===== config.mk =====
export PLATFORM = sky130hd
export DESIGN_NAME = conv_pe
export DESIGN_NICKNAME = d
export VERILOG_FILES = /design/src/verilog/pe_pkg.sv /design/src/verilog/pe_controller.sv /design/src/verilog/scratchpad.sv /design/src/verilog/addr_gen.sv /design/src/verilog/mac_unit.sv /design/src/verilog/conv_pe.sv
export VERILOG_INCLUDE_DIRS = /design/src /design/src/verilog
export SDC_FILE = /design/constraint.sdc
export NUM_CORES = 1
export LEC_CHECK = 0
export BUFFER_PORTS_ARGS = -buffer_cell sky130_fd_sc_hd__buf_2
export CORE_MARGIN = 8
export CORE_UTILIZATION = 40
export CTS_CLUSTER_DIAMETER = 60
export DETAILED_ROUTE_END_ITERATION = 16
export GPL_ROUTABILITY_DRIVEN = 0
export PLACE_DENSITY = 0.55
export SYNTH_ARGS = -nofsm -noshare
export SYNTH_HDL_FRONTEND = slang
export SYNTH_SLANG_ARGS = --single-unit
export TNS_END_PERCENT = 30

===== constraint.sdc =====
create_clock -name clk -period 10.05 [get_ports clk]
set_clock_uncertainty 0.15 [all_clocks]
set_input_delay 2.01 -clock clk [delete_from_list [all_inputs] [get_ports clk]]
set_output_delay 2.01 -clock clk [all_outputs]
set_load 0.01 [all_outputs]

===== src/verilog/pe_cfg.svh =====
`ifndef PE_CFG_SVH
`define PE_CFG_SVH

// ifmap row length in words
`define IF_LEN 12

// filter row length in words
`define FILT_LEN 4

// ifmap and filter words, signed
`define DATA_W 8

// partial sums, signed
`define PSUM_W 24

// largest supported stride
`define MAX_STRIDE 3

`endif


===== src/verilog/pe_pkg.sv =====
`include "pe_cfg.svh"

package pe_pkg;

    typedef enum logic [1:0] {
        conv_row,
        conv_two_row,
        just_add
    } pe_mode_e;

    typedef logic signed [`DATA_W-1:0] data_t;
    typedef logic signed [`PSUM_W-1:0] psum_t;

    typedef logic [$clog2(`IF_LEN)-1:0]       idx_t;       // output index, psum address
    typedef logic [$clog2(2*`IF_LEN)-1:0]     if_addr_t;   // two ifmap rows
    typedef logic [$clog2(2*`FILT_LEN)-1:0]   filt_addr_t; // two filter rows
    typedef logic [$clog2(`MAX_STRIDE+1)-1:0] stride_t;

    typedef enum logic [1:0] {
        tgt_ifmap,
        tgt_filter,
        tgt_psum
    } load_tgt_e;

    typedef struct packed {
        load_tgt_e target;
        if_addr_t  addr;
        psum_t     data;   // low DATA_W bits for ifmap and filter
    } load_t;

    typedef struct packed {
        pe_mode_e mode;
        stride_t  stride;
    } pass_cfg_t;

    typedef struct packed {
        idx_t  index;
        psum_t value;
    } result_t;

endpackage


===== src/verilog/pe_controller.sv =====
module pe_controller (
    input  logic              clk,
    input  logic              rst,
    input  logic              start,
    input  pe_pkg::pass_cfg_t cfg,
    input  logic              stride_count_flag,
    input  logic              psum_done,
    input  logic              stride_pos_ld,
    input  logic              full_done,
    output logic              reset_all,
    output logic              if_read_start,
    output logic              filter_read_start,
    output logic              start_rd_gen,
    output logic              clear_regs,
    output logic              reset_filter,
    output logic              row_sel,
    output logic              done
);
    import pe_pkg::*;

    typedef enum logic [2:0] {
        s_idle,
        s_fetch,
        s_dispatch,
        s_conv_row,
        s_conv_two_row_1,
        s_conv_two_row_2,
        s_just_add
    } state_e;

    state_e   state;
    state_e   next_state;
    pe_mode_e mode_q;
    logic     in_pass;
    logic     row_end;

    assign in_pass = state inside {s_conv_row, s_conv_two_row_1, s_conv_two_row_2, s_just_add};
    assign row_end = stride_pos_ld && stride_count_flag; // last tap of the row's last output

    always_ff @(posedge clk or posedge rst) begin
        if (rst) begin
            state  <= s_idle;
            mode_q <= conv_row;
            done   <= 1'b0;
        end else begin
            state <= next_state;
            done  <= in_pass && full_done;
            if (start && state == s_idle) begin
                mode_q <= cfg.mode;
            end
        end
    end

    always_comb begin
        next_state = state;
        case (state)
            s_idle: begin
                if (start) next_state = s_fetch;
            end
            s_fetch:    next_state = s_dispatch;
            s_dispatch: begin
                case (mode_q)
                    conv_two_row: next_state = s_conv_two_row_1;
                    just_add:     next_state = s_just_add;
                    default:      next_state = s_conv_row;
                endcase
            end
            s_conv_two_row_1: begin
                if (row_end) next_state = s_conv_two_row_2;
            end
            s_conv_row, s_conv_two_row_2, s_just_add: begin
                if (full_done) next_state = s_idle;
            end
            default:    next_state = s_idle;
        endcase
    end

    always_comb begin
        reset_all         = 1'b0;
        if_read_start     = 1'b0;
        filter_read_start = 1'b0;
        start_rd_gen      = 1'b0;
        clear_regs        = 1'b0;
        reset_filter      = 1'b0;
        row_sel           = 1'b0;
        case (state)
            s_idle:     reset_all = 1'b1;
            s_fetch: begin
                if_read_start     = 1'b1;
                filter_read_start = 1'b1;
            end
            s_dispatch: start_rd_gen = 1'b1;
            s_conv_two_row_1: begin
                clear_regs   = psum_done;
                reset_filter = row_end;   // rewind for row two
            end
            s_conv_two_row_2: begin
                clear_regs = psum_done;
                row_sel    = 1'b1;
            end
            s_conv_row, s_just_add: clear_regs = psum_done;
            default: ;
        endcase
    end

endmodule


===== src/verilog/scratchpad.sv =====
module scratchpad #(
    parameter type payload_t = logic [7:0],
    parameter int  DEPTH     = 16
) (
    input  logic                     clk,
    input  logic                     wr_en,
    input  logic [$clog2(DEPTH)-1:0] wr_addr,
    input  payload_t                 wr_data,
    input  logic [$clog2(DEPTH)-1:0] rd_addr,
    output payload_t                 rd_data
);

    payload_t mem [DEPTH];

    // read returns the old word on a same-address write
    always_ff @(posedge clk) begin
        if (wr_en) begin
            mem[wr_addr] <= wr_data;
        end
        rd_data <= mem[rd_addr];
    end

endmodule


===== src/verilog/addr_gen.sv =====
`include "pe_cfg.svh"

module addr_gen (
    input  logic               clk,
    input  logic               rst,
    input  logic               reset_all,
    input  logic               start_rd_gen,
    input  logic               reset_filter,
    input  logic               row_sel,
    input  pe_pkg::pe_mode_e   mode,
    input  pe_pkg::stride_t    stride,
    output pe_pkg::if_addr_t   if_addr,
    output pe_pkg::filt_addr_t filt_addr,
    output pe_pkg::idx_t       psum_addr,
    output logic               tap_valid,
    output logic               first_tap,
    output logic               last_tap,
    output pe_pkg::idx_t       index,
    output logic               stride_count_flag,
    output logic               psum_done,
    output logic               stride_pos_ld,
    output logic               full_done
);
    import pe_pkg::*;

    localparam int IF_LEN   = `IF_LEN;
    localparam int FILT_LEN = `FILT_LEN;
    localparam int TAP_W    = $clog2(FILT_LEN);

    logic             active;
    logic [TAP_W-1:0] tap_cnt;
    idx_t             out_cnt;
    idx_t             last_out;
    logic             tap_last;
    logic             pass_end;
    logic             pass_end_d;

    // index of the last output in a row
    always_comb begin
        last_out = idx_t'(IF_LEN - FILT_LEN);
        for (int s = 2; s <= `MAX_STRIDE; s++) begin
            if (int'(stride) == s) last_out = idx_t'((IF_LEN - FILT_LEN) / s);
        end
        if (mode == just_add) last_out = idx_t'(IF_LEN - 1);
    end

    assign tap_last          = (mode == just_add) || (tap_cnt == TAP_W'(FILT_LEN - 1));
    assign stride_count_flag = active && tap_last;
    assign stride_pos_ld     = active && (out_cnt == last_out);
    assign pass_end = stride_count_flag && stride_pos_ld && (mode != conv_two_row || row_sel);

    always_comb begin
        if (mode == just_add) begin
            if_addr   = if_addr_t'(out_cnt);
            filt_addr = filt_addr_t'(out_cnt);
        end else begin
            if_addr   = if_addr_t'(out_cnt) * if_addr_t'(stride) + if_addr_t'(tap_cnt);
            filt_addr = filt_addr_t'(tap_cnt);
            if (row_sel) begin
                if_addr   = if_addr + if_addr_t'(IF_LEN);
                filt_addr = filt_addr + filt_addr_t'(FILT_LEN);
            end
        end
    end

    assign psum_addr = out_cnt;

    always_ff @(posedge clk or posedge rst) begin
        if (rst) begin
            active  <= 1'b0;
            tap_cnt <= '0;
            out_cnt <= '0;
        end else if (reset_all || start_rd_gen) begin
            active  <= start_rd_gen;
            tap_cnt <= '0;
            out_cnt <= '0;
        end else if (active) begin
            if (reset_filter || pass_end) begin
                active  <= !pass_end;
                tap_cnt <= '0;
                out_cnt <= '0;
            end else if (stride_count_flag) begin
                tap_cnt <= '0;
                out_cnt <= out_cnt + 1'b1;
            end else begin
                tap_cnt <= tap_cnt + 1'b1;
            end
        end
    end

    // tap markers follow the registered scratchpad reads
    always_ff @(posedge clk or posedge rst) begin
        if (rst) begin
            tap_valid  <= 1'b0;
            first_tap  <= 1'b0;
            last_tap   <= 1'b0;
            pass_end_d <= 1'b0;
            full_done  <= 1'b0;
        end else begin
            tap_valid  <= active;
            first_tap  <= active && (tap_cnt == '0);
            last_tap   <= stride_count_flag;
            pass_end_d <= pass_end;
            full_done  <= pass_end_d;   // final result now in the output register
        end
    end

    always_ff @(posedge clk) begin
        index <= out_cnt;
    end

    assign psum_done = last_tap;

endmodule


===== src/verilog/mac_unit.sv =====
module mac_unit (
    input  logic             clk,
    input  logic             rst,
    input  logic             clear_regs,
    input  logic             tap_valid,
    input  logic             first_tap,
    input  logic             last_tap,
    input  pe_pkg::idx_t     index,
    input  pe_pkg::pe_mode_e mode,
    input  logic             row_sel,
    input  pe_pkg::data_t    if_data,
    input  pe_pkg::data_t    filt_data,
    input  pe_pkg::psum_t    psum_rd,
    output logic             psum_we,
    output pe_pkg::idx_t     psum_wr_addr,
    output pe_pkg::psum_t    psum_wr_data,
    output logic             out_valid,
    output pe_pkg::result_t  out
);
    import pe_pkg::*;

    psum_t acc;
    psum_t prod;
    psum_t base;
    psum_t sum;
    logic  row_sel_d;   // row of the taps now at the read ports
    logic  finish;
    logic  hold_row;

    assign prod = psum_t'(if_data) * psum_t'(filt_data);
    assign base = !first_tap ? acc : (row_sel_d ? psum_rd : '0); // row two resumes row one
    assign sum  = (mode == just_add) ? psum_rd + psum_t'(if_data) : base + prod;

    assign finish   = tap_valid && last_tap;
    assign hold_row = (mode == conv_two_row) && !row_sel_d;  // row one sums stay local

    always_ff @(posedge clk or posedge rst) begin
        if (rst) begin
            row_sel_d <= 1'b0;
            out_valid <= 1'b0;
            psum_we   <= 1'b0;
        end else begin
            row_sel_d <= row_sel;
            out_valid <= finish && !hold_row;
            psum_we   <= finish && hold_row;
        end
    end

    always_ff @(posedge clk) begin
        if (clear_regs) begin
            acc <= '0;
        end else if (tap_valid) begin
            acc <= sum;
        end
        if (finish) begin
            out.index    <= index;
            out.value    <= sum;
            psum_wr_addr <= index;
            psum_wr_data <= sum;
        end
    end

endmodule


===== src/verilog/conv_pe.sv =====
`include "pe_cfg.svh"

module conv_pe (
    input  logic              clk,
    input  logic              rst,
    input  logic              load_en,
    input  pe_pkg::load_t     load,
    input  logic              start,
    input  pe_pkg::pass_cfg_t cfg,
    output logic              out_valid,
    output pe_pkg::result_t   out,
    output logic              done
);
    import pe_pkg::*;

    localparam int IF_LEN   = `IF_LEN;
    localparam int FILT_LEN = `FILT_LEN;

    // controller strobes
    logic reset_all, if_read_start, filter_read_start, start_rd_gen;
    logic clear_regs, reset_filter, row_sel;

    // loop flags back from addr_gen
    logic stride_count_flag, psum_done, stride_pos_ld, full_done;

    if_addr_t   if_addr;
    filt_addr_t filt_addr;
    idx_t       psum_addr;
    logic       tap_valid, first_tap, last_tap;
    idx_t       index;

    pe_mode_e   mode;
    stride_t    stride;

    data_t      if_data;
    data_t      filt_data;
    psum_t      psum_rd;
    logic       psum_we;
    idx_t       psum_wr_addr;
    psum_t      psum_wr_data;

    logic       busy;       // pass in flight, psum port owned by the MAC
    logic       load_ok;
    logic       psum_wr_en;

    always_ff @(posedge clk or posedge rst) begin
        if (rst) begin
            mode   <= conv_row;
            stride <= '0;
            busy   <= 1'b0;
        end else begin
            if (start && reset_all) begin   // same cycle the controller takes start
                mode   <= cfg.mode;
                stride <= cfg.stride;
            end
            if (if_read_start || filter_read_start) begin
                busy <= 1'b1;
            end else if (done) begin
                busy <= 1'b0;
            end
        end
    end

    assign load_ok    = load_en && !busy;
    assign psum_wr_en = psum_we || (load_ok && load.target == tgt_psum);

    pe_controller i_ctrl (.*);

    addr_gen i_addr_gen (.*);

    mac_unit i_mac (.*);

    scratchpad #(.payload_t(data_t), .DEPTH(2 * IF_LEN)) ifmap_spad (
        .clk    (clk),
        .wr_en  (load_ok && load.target == tgt_ifmap),
        .wr_addr(load.addr),
        .wr_data(data_t'(load.data)),
        .rd_addr(if_addr),
        .rd_data(if_data)
    );

    scratchpad #(.payload_t(data_t), .DEPTH(2 * FILT_LEN)) filter_spad (
        .clk    (clk),
        .wr_en  (load_ok && load.target == tgt_filter),
        .wr_addr(filt_addr_t'(load.addr)),
        .wr_data(data_t'(load.data)),
        .rd_addr(filt_addr),
        .rd_data(filt_data)
    );

    // write port shared by outside loads and row-one writeback
    scratchpad #(.payload_t(psum_t), .DEPTH(IF_LEN)) psum_spad (
        .clk    (clk),
        .wr_en  (psum_wr_en),
        .wr_addr(busy ? psum_wr_addr : idx_t'(load.addr)),
        .wr_data(busy ? psum_wr_data : load.data),
        .rd_addr(psum_addr),
        .rd_data(psum_rd)
    );

endmodule


Yosys cells after proc, flatten, opt, wreduce, memory -nomap -nowiden
Memory sizes are Yosys's and may differ from the RTL's. A register that Yosys moved wholly into a read port is not among the register bits.
Cells that the tools add are included.
- flip-flop bits (word level): 82
- bits of input ports: 39
- memories kept: 3
- word-level logic and storage cells: 131
- RAM bits: 544
- memories (name ; depth ; width ; rd ports ; clocked after Yosys merged registers in ; write ports ; line ; source):
    psum_spad.mem ; 12 ; 24 ; 1 ; 1 ; 1 ; scratchpad.sv:13 ; payload_t mem [DEPTH];
    ifmap_spad.mem ; 24 ; 8 ; 1 ; 1 ; 1 ; scratchpad.sv:13 ;
    filter_spad.mem ; 8 ; 8 ; 1 ; 1 ; 1 ; scratchpad.sv:13 ;
- equal/unequal tests: 20
- add/sub/neg operators: 7
- multiply operators: 2
- reductions and logical operators: 36
- muxes and demuxes: 42
- operator list (kind ; count):
    24-bit two-way mux ; 4
    4-bit two-way mux ; 8
    24-bit adder ; 1
    24-bit by 8-bit adder with 24-bit output ; 1
    1-bit two-way mux ; 17
    1-bit logical AND ; 16
    8-bit by 8-bit multiplier with 16-bit output ; 1
    3-bit two-way mux ; 5
    3-bit case mux with 5 select lines ; 1
    2-bit equality test (second input constant) ; 5
    5-bit two-way mux ; 2
    3-bit equality test (second input constant) ; 3
    2-bit by 1-bit equality test with 1-bit output (second input constant) ; 4
    2-bit two-way mux ; 4
    3-bit by 2-bit equality test with 1-bit output (second input constant) ; 2
    2-bit by 1-bit != test with 1-bit output (second input constant) ; 3
    3-bit case mux with 2 select lines ; 1
    5-bit by 2-bit adder with 5-bit output ; 1
    5-bit by 4-bit adder with 5-bit output (second input constant) ; 1
    1-bit logical OR ; 5
    4-bit by 2-bit multiplier with 5-bit output ; 1
    4-bit by 1-bit adder with 4-bit output (second input constant) ; 1
    4-bit equality test ; 1
    1-bit logical NOT ; 4
    13 further kinds ; 15

Depth between registers and ports, before layout
- depth in word-level cells: 12
- mapped depth: 31
- mapped depth without buffers: 31

Modules after synthesis
A second synthesis with hierarchy kept.
- cells, all modules: 2086
- area total of the unflattened synthesis: 31913.1 um^2
- by module, submodules not included (module ; times used ; area each (um^2) ; cells an instance ; sequential area each (um^2)):
    scratchpad at psum_spad ; 1 ; 11461.0 ; 504 ; 9128.8
    mac_unit ; 1 ; 7958.9 ; 876 ; 1396.3
    scratchpad at ifmap_spad ; 1 ; 7719.9 ; 383 ; 5925.7
    scratchpad at filter_spad ; 1 ; 2691.3 ; 114 ; 2082.0
    addr_gen ; 1 ; 1106.1 ; 117 ; 380.4
    conv_pe ; 1 ; 583.1 ; 49 ; 125.1
    pe_controller ; 1 ; 392.9 ; 43 ; 150.1

Worst setup path after synthesis
No wires, ideal clock.
- path kind: register to register
- start point: register ifmap_spad.rd_data[7] (netlist name) (read register of ifmap_spad.mem)
- end point: register i_mac.psum_wr_data[23], data pin
- path buffers: 1
- library setup time: 0.264 ns
- stages on the path, launching flop included: 31
- period minus slack after synthesis: 6.993 ns
- arrival time: 6.579 ns
- data required time: 9.636 ns
- path slack: 3.057 ns
- cell sequence: dfxtp_1 > clkbuf_1 > and2_1 > fa_1 > inv_1 > fa_1 > inv_1 > fa_1 > inv_1 > fa_1 > inv_1 > ha_1 > a21oi_1 > o21bai_1 > a21oi_1 > nor2b_1 > o21a_1 > o21ai_0 > nand2b_1 > a21oi_1 > xnor2_1 > ha_1 > nand2_1 > o31a_1 > a21oi_1 > nand2_1 > or4_4 > a31oi_2 > a41oi_1 > o32ai_1 > nor2_1
- longest elaborated chain between the ends: 3
- elaborated cells on any way between the ends: 4
- classes of those cells: add/sub (2); mul (1); mux (1)
- RTL lines (element ; line ; source):
    from (decl) ; scratchpad.sv:10 ; output payload_t rd_data
    8-bit by 8-bit multiplier with 16-bit output ; mac_unit.sv:30 ; assign prod = psum_t'(if_data) * psum_t'(filt_data);
    24-bit adder ; mac_unit.sv:32 ; assign sum = (mode == just_add) ? psum_rd + psum_t'(if_data) : base + prod;
    24-bit two-way mux * ; mac_unit.sv:32 ;
    via i_mac.sum[23] ; mac_unit.sv:25 ; psum_t sum;
    to (signal assigned) ; mac_unit.sv:59 ; psum_wr_data <= sum;
    to (decl) ; mac_unit.sv:16 ; output pe_pkg::psum_t psum_wr_data,
Mark *: on every way through the listed nets, which the timed path passes. The rest lies on a longest branch.
A chain may end at the register's enable or synchronous reset.

Final worst setup path
Same ends and word-level chain as after synthesis.

==> summary.txt <==
Flop and latch count out of synthesis = 664
Synth warn = 0
Die ar. = 0.08626 mm2
Type of origin of the critical path = flip-flop
Setup TNS = 0 ns
Share of cells above drive strength 1 = 0.1458
Final Hold Fails = 0
Largest net degree at the start of global routing = 81
Post-Route WL = 74,370 um
Setup bufs post-CTS = 0
Gr ovfl total = 0
RSZ-0062 raised after global routing = false
Final nets = 2,479
Post-synth EDFFs = 572
Register area share after synthesis = 0.6204
Critical path's slowest cell = fa_1
Max Slew Vio Count = 0
Status = finished clean
Clk root buf = clkbuf_16
Final Cycle Share = 0.7409
H-tree depth = 3
Final setup violating endpoints = 0
IO Count = 69
Worst flop-to-flop path endpoint = i_mac.psum_wr_data[23]$_DFFE_PP_
Worst-Skew Late Latency = 0.61 ns
Critical path startpoint = ifmap_spad.rd_data[7]$_DFF_P_
# port buffers = 68
Post-CTS Hold Buffers = 0
Total clock sinks = 664
Largest family of logic cells by synthesized area = multiplexers
Antenna violations before repair = 4
Area delta synth->final = 12.40%
Antenna viol nets, final = 0
Post-synthesis cell type count = 69
Crit. End Element = flip-flop
Pin slew with the least headroom to its limit = 1.068 ns
Ant diodes = 0
Mapped Cells = 2,234
Die W = 293.7 um
Critical Path AT = 7.64 ns
Syn_area_per_cell = 13.81 um2
FP Rows = 102
F_max = 134.3 MHz
Worst min-delay path class = reg2reg
CP Capture Point = i_mac.psum_wr_data[23]$_DFFE_PP_
R2R Setup Slk = 2.60 ns
Clock buffer depth = 3
Placeable Area = 0.07696 mm2
Critical path class = reg2reg
Die Span Y = 293.7 um
Worst EP required = 10.25 ns
Synth async-reset ratio = 0.03614
Post-synthesis compound-gate area fraction = 0.07841
TritonRoute pass-1 iters = 6
Clock transition at the registers of the reported paths = 0.06 ns
CP Max Fanout = 26
Final min period = 7.446 ns
CTS tree = built
Post-synthesis mux area share = 0.09382
Slew HR = 0.2864
Fill count = 6,802
Top cell type by total area after synthesis = edfxtp_1
Register-to-Register Path Depth = 30
XOR/XNOR Fraction of Synth Area = 0.01732
Vias per cell = 5.354
Top_reg_cell synth = edfxtp_1
First-pass GRT wire length = 112,500 um
Adder-cell area share of the yosys netlist = 0.07277
Ranking of synthesized cells by area = edfxtp_1, mux4_2, dfxtp_1, fa_1, ha_1
Largest stage delay on the critical path = 0.53 ns
Syn_nets = 2,417
GRT Resource Usage Total = 0.1713
Simple-gate area share of the yosys netlist = 0.08810
R2R Path Start = ifmap_spad.rd_data[7]$_DFF_P_
Post-CTS sizing = 0
Yosys top cell area share = 0.5568
WL per Instance = 21.92 um
Initial Util = 0.4008
Max-Cap Viols = 0
Vias in the first global route = 18.35k
CTS Buf Count = 71
Drt initial violations = 1,318
DRC = 0
Dpl hpwl = 47,390 um
Total number of vias = 18.17k
Mapped cell area = 0.03085 mm2
==> flip-flops by register name, indices dropped and copies added, names as in the netlist, 2 cells and up <==
| signal | count |
|---|---|
| i_mac.acc | 24 |
| mode | 2 |
| stride | 2 |
| ifmap_spad.rd_data | 8 |
| psum_spad.rd_data | 24 |
| i_ctrl.state | 3 |
| i_addr_gen.tap_cnt | 2 |
| filter_spad.mem | 64 |
| i_addr_gen.psum_addr | 4 |
| filter_spad.rd_data | 8 |
| i_addr_gen.index | 4 |
| i_mac.psum_wr_addr | 4 |
| ifmap_spad.mem | 192 |
| psum_spad.mem | 288 |
| i_mac.psum_wr_data | 24 |
==> final cells by class <==
class                   count  area [um2]  area share
clock buffers              95        1908     0.05503
clock inverters            35       355.3     0.01025
inverters                 136       515.5     0.01487
multi-input cells        1334       10950      0.3157
flip-flops and latches    664       19150      0.5523
well taps                1040        1301     0.03753
repair buffers             89       498.0     0.01436
==> how the worst min path moves through the flow <==
| stage | cells after the start | slack (ns) | to | start |
|---|---|---|---|---|
| global route | 0 | 0.23 | i_addr_gen.full_done$_DFF_PP0_ | i_addr_gen.pass_end_d$_DFF_PP0_ |
| detailed placement | 0 | 0.19 | i_addr_gen.full_done$_DFF_PP0_ | i_addr_gen.pass_end_d$_DFF_PP0_ |
| CTS | 0 | 0.20 | i_addr_gen.full_done$_DFF_PP0_ | i_addr_gen.pass_end_d$_DFF_PP0_ |
| floorplan | 0 | 0.18 | i_addr_gen.full_done$_DFF_PP0_ | i_addr_gen.pass_end_d$_DFF_PP0_ |
| finish | 0 | 0.20 | i_addr_gen.full_done$_DFF_PP0_ | i_addr_gen.pass_end_d$_DFF_PP0_ |
| global placement | 0 | 0.18 | i_addr_gen.full_done$_DFF_PP0_ | i_addr_gen.pass_end_d$_DFF_PP0_ |
==> Yosys cell counts, drive strengths merged (25+ instances only) <==
| cell type | number |
|---|---|
| edfxtp | 572 |
| o21ai | 93 |
| ha | 85 |
| and2 | 84 |
| mux4 | 88 |
| inv | 135 |
| a31oi | 35 |
| mux2i | 45 |
| mux2 | 41 |
| xnor2 | 48 |
| clkbuf | 76 |
| nor2 | 123 |
| a21o | 25 |
| a21oi | 74 |
| a311oi | 25 |
| a211oi | 57 |
| fa | 59 |
| dfxtp | 68 |
| nand3 | 28 |
| nand2 | 251 |
==> metrics by stage <==
step	hold slack, ns	utilization	setup slack (ns)	std cells	area (um2)
floorplan	0.1812	-	3.057	2234	30850
global placement	0.1844	0.4211	2.730	3263	32410
detailed placement	0.1912	0.4211	2.615	3263	32410
finish	0.2039	0.4506	2.604	3393	34670
global route	0.2259	0.4506	2.095	3393	34670
CTS	0.2042	0.4506	2.594	3393	34670
==> critical path, delay by kind of cell, from the launching register on <==
family,cells,cell delay (ns)
AOI/OAI and AO/OA,11,2.48
buffers and inverters,5,0.42
DFF,1,0.30
xor gates and xnor gates,1,0.12
adders and majority gates,6,2.63
and+or+nand+nor,7,1.08
==> cell usage in the layout (no fill, tap or decap), types with 25 or more instances in the layout <==
cell,n
mux4_2,88
xnor2_1,48
buf_2,68
ha_1,84
nand3_1,28
fa_1,59
o21ai_0,84
edfxtp_1,572
and2_1,84
inv_1,134
a21oi_1,73
nor2_1,111
clkbuf_16,72
a211oi_1,57
dfxtp_1,68
a31oi_1,34
nand2_1,250
mux2i_1,42
a311oi_1,25
mux2_2,41
a21o_1,25
==> metal layers <==
layer	global-route usage	vias to the layer above	routed length, um
met5	0	-	0
met1	0.2455	9201	34450
li1	-	8408	-
met2	0.2675	458	34330
met3	0.02511	99	3625
met4	0.05665	0	1957
==> logic make-up (layout without fill, tap and decap cells) <==
| group | Yosys count | in the layout |
|---|---|---|
| flops | 664 | 664 |
| simple gates | 583 | 583 |
| compound gates | 372 | 372 |
| buf+inv | 236 | 355 |
| mux | 174 | 174 |
| fa+ha+maj | 144 | 144 |
| xor+xnor | 61 | 61 |
Power is left out: the tool's default activity adds up to more than one toggle a clock period on the data nets, which glitch-free logic cannot reach.
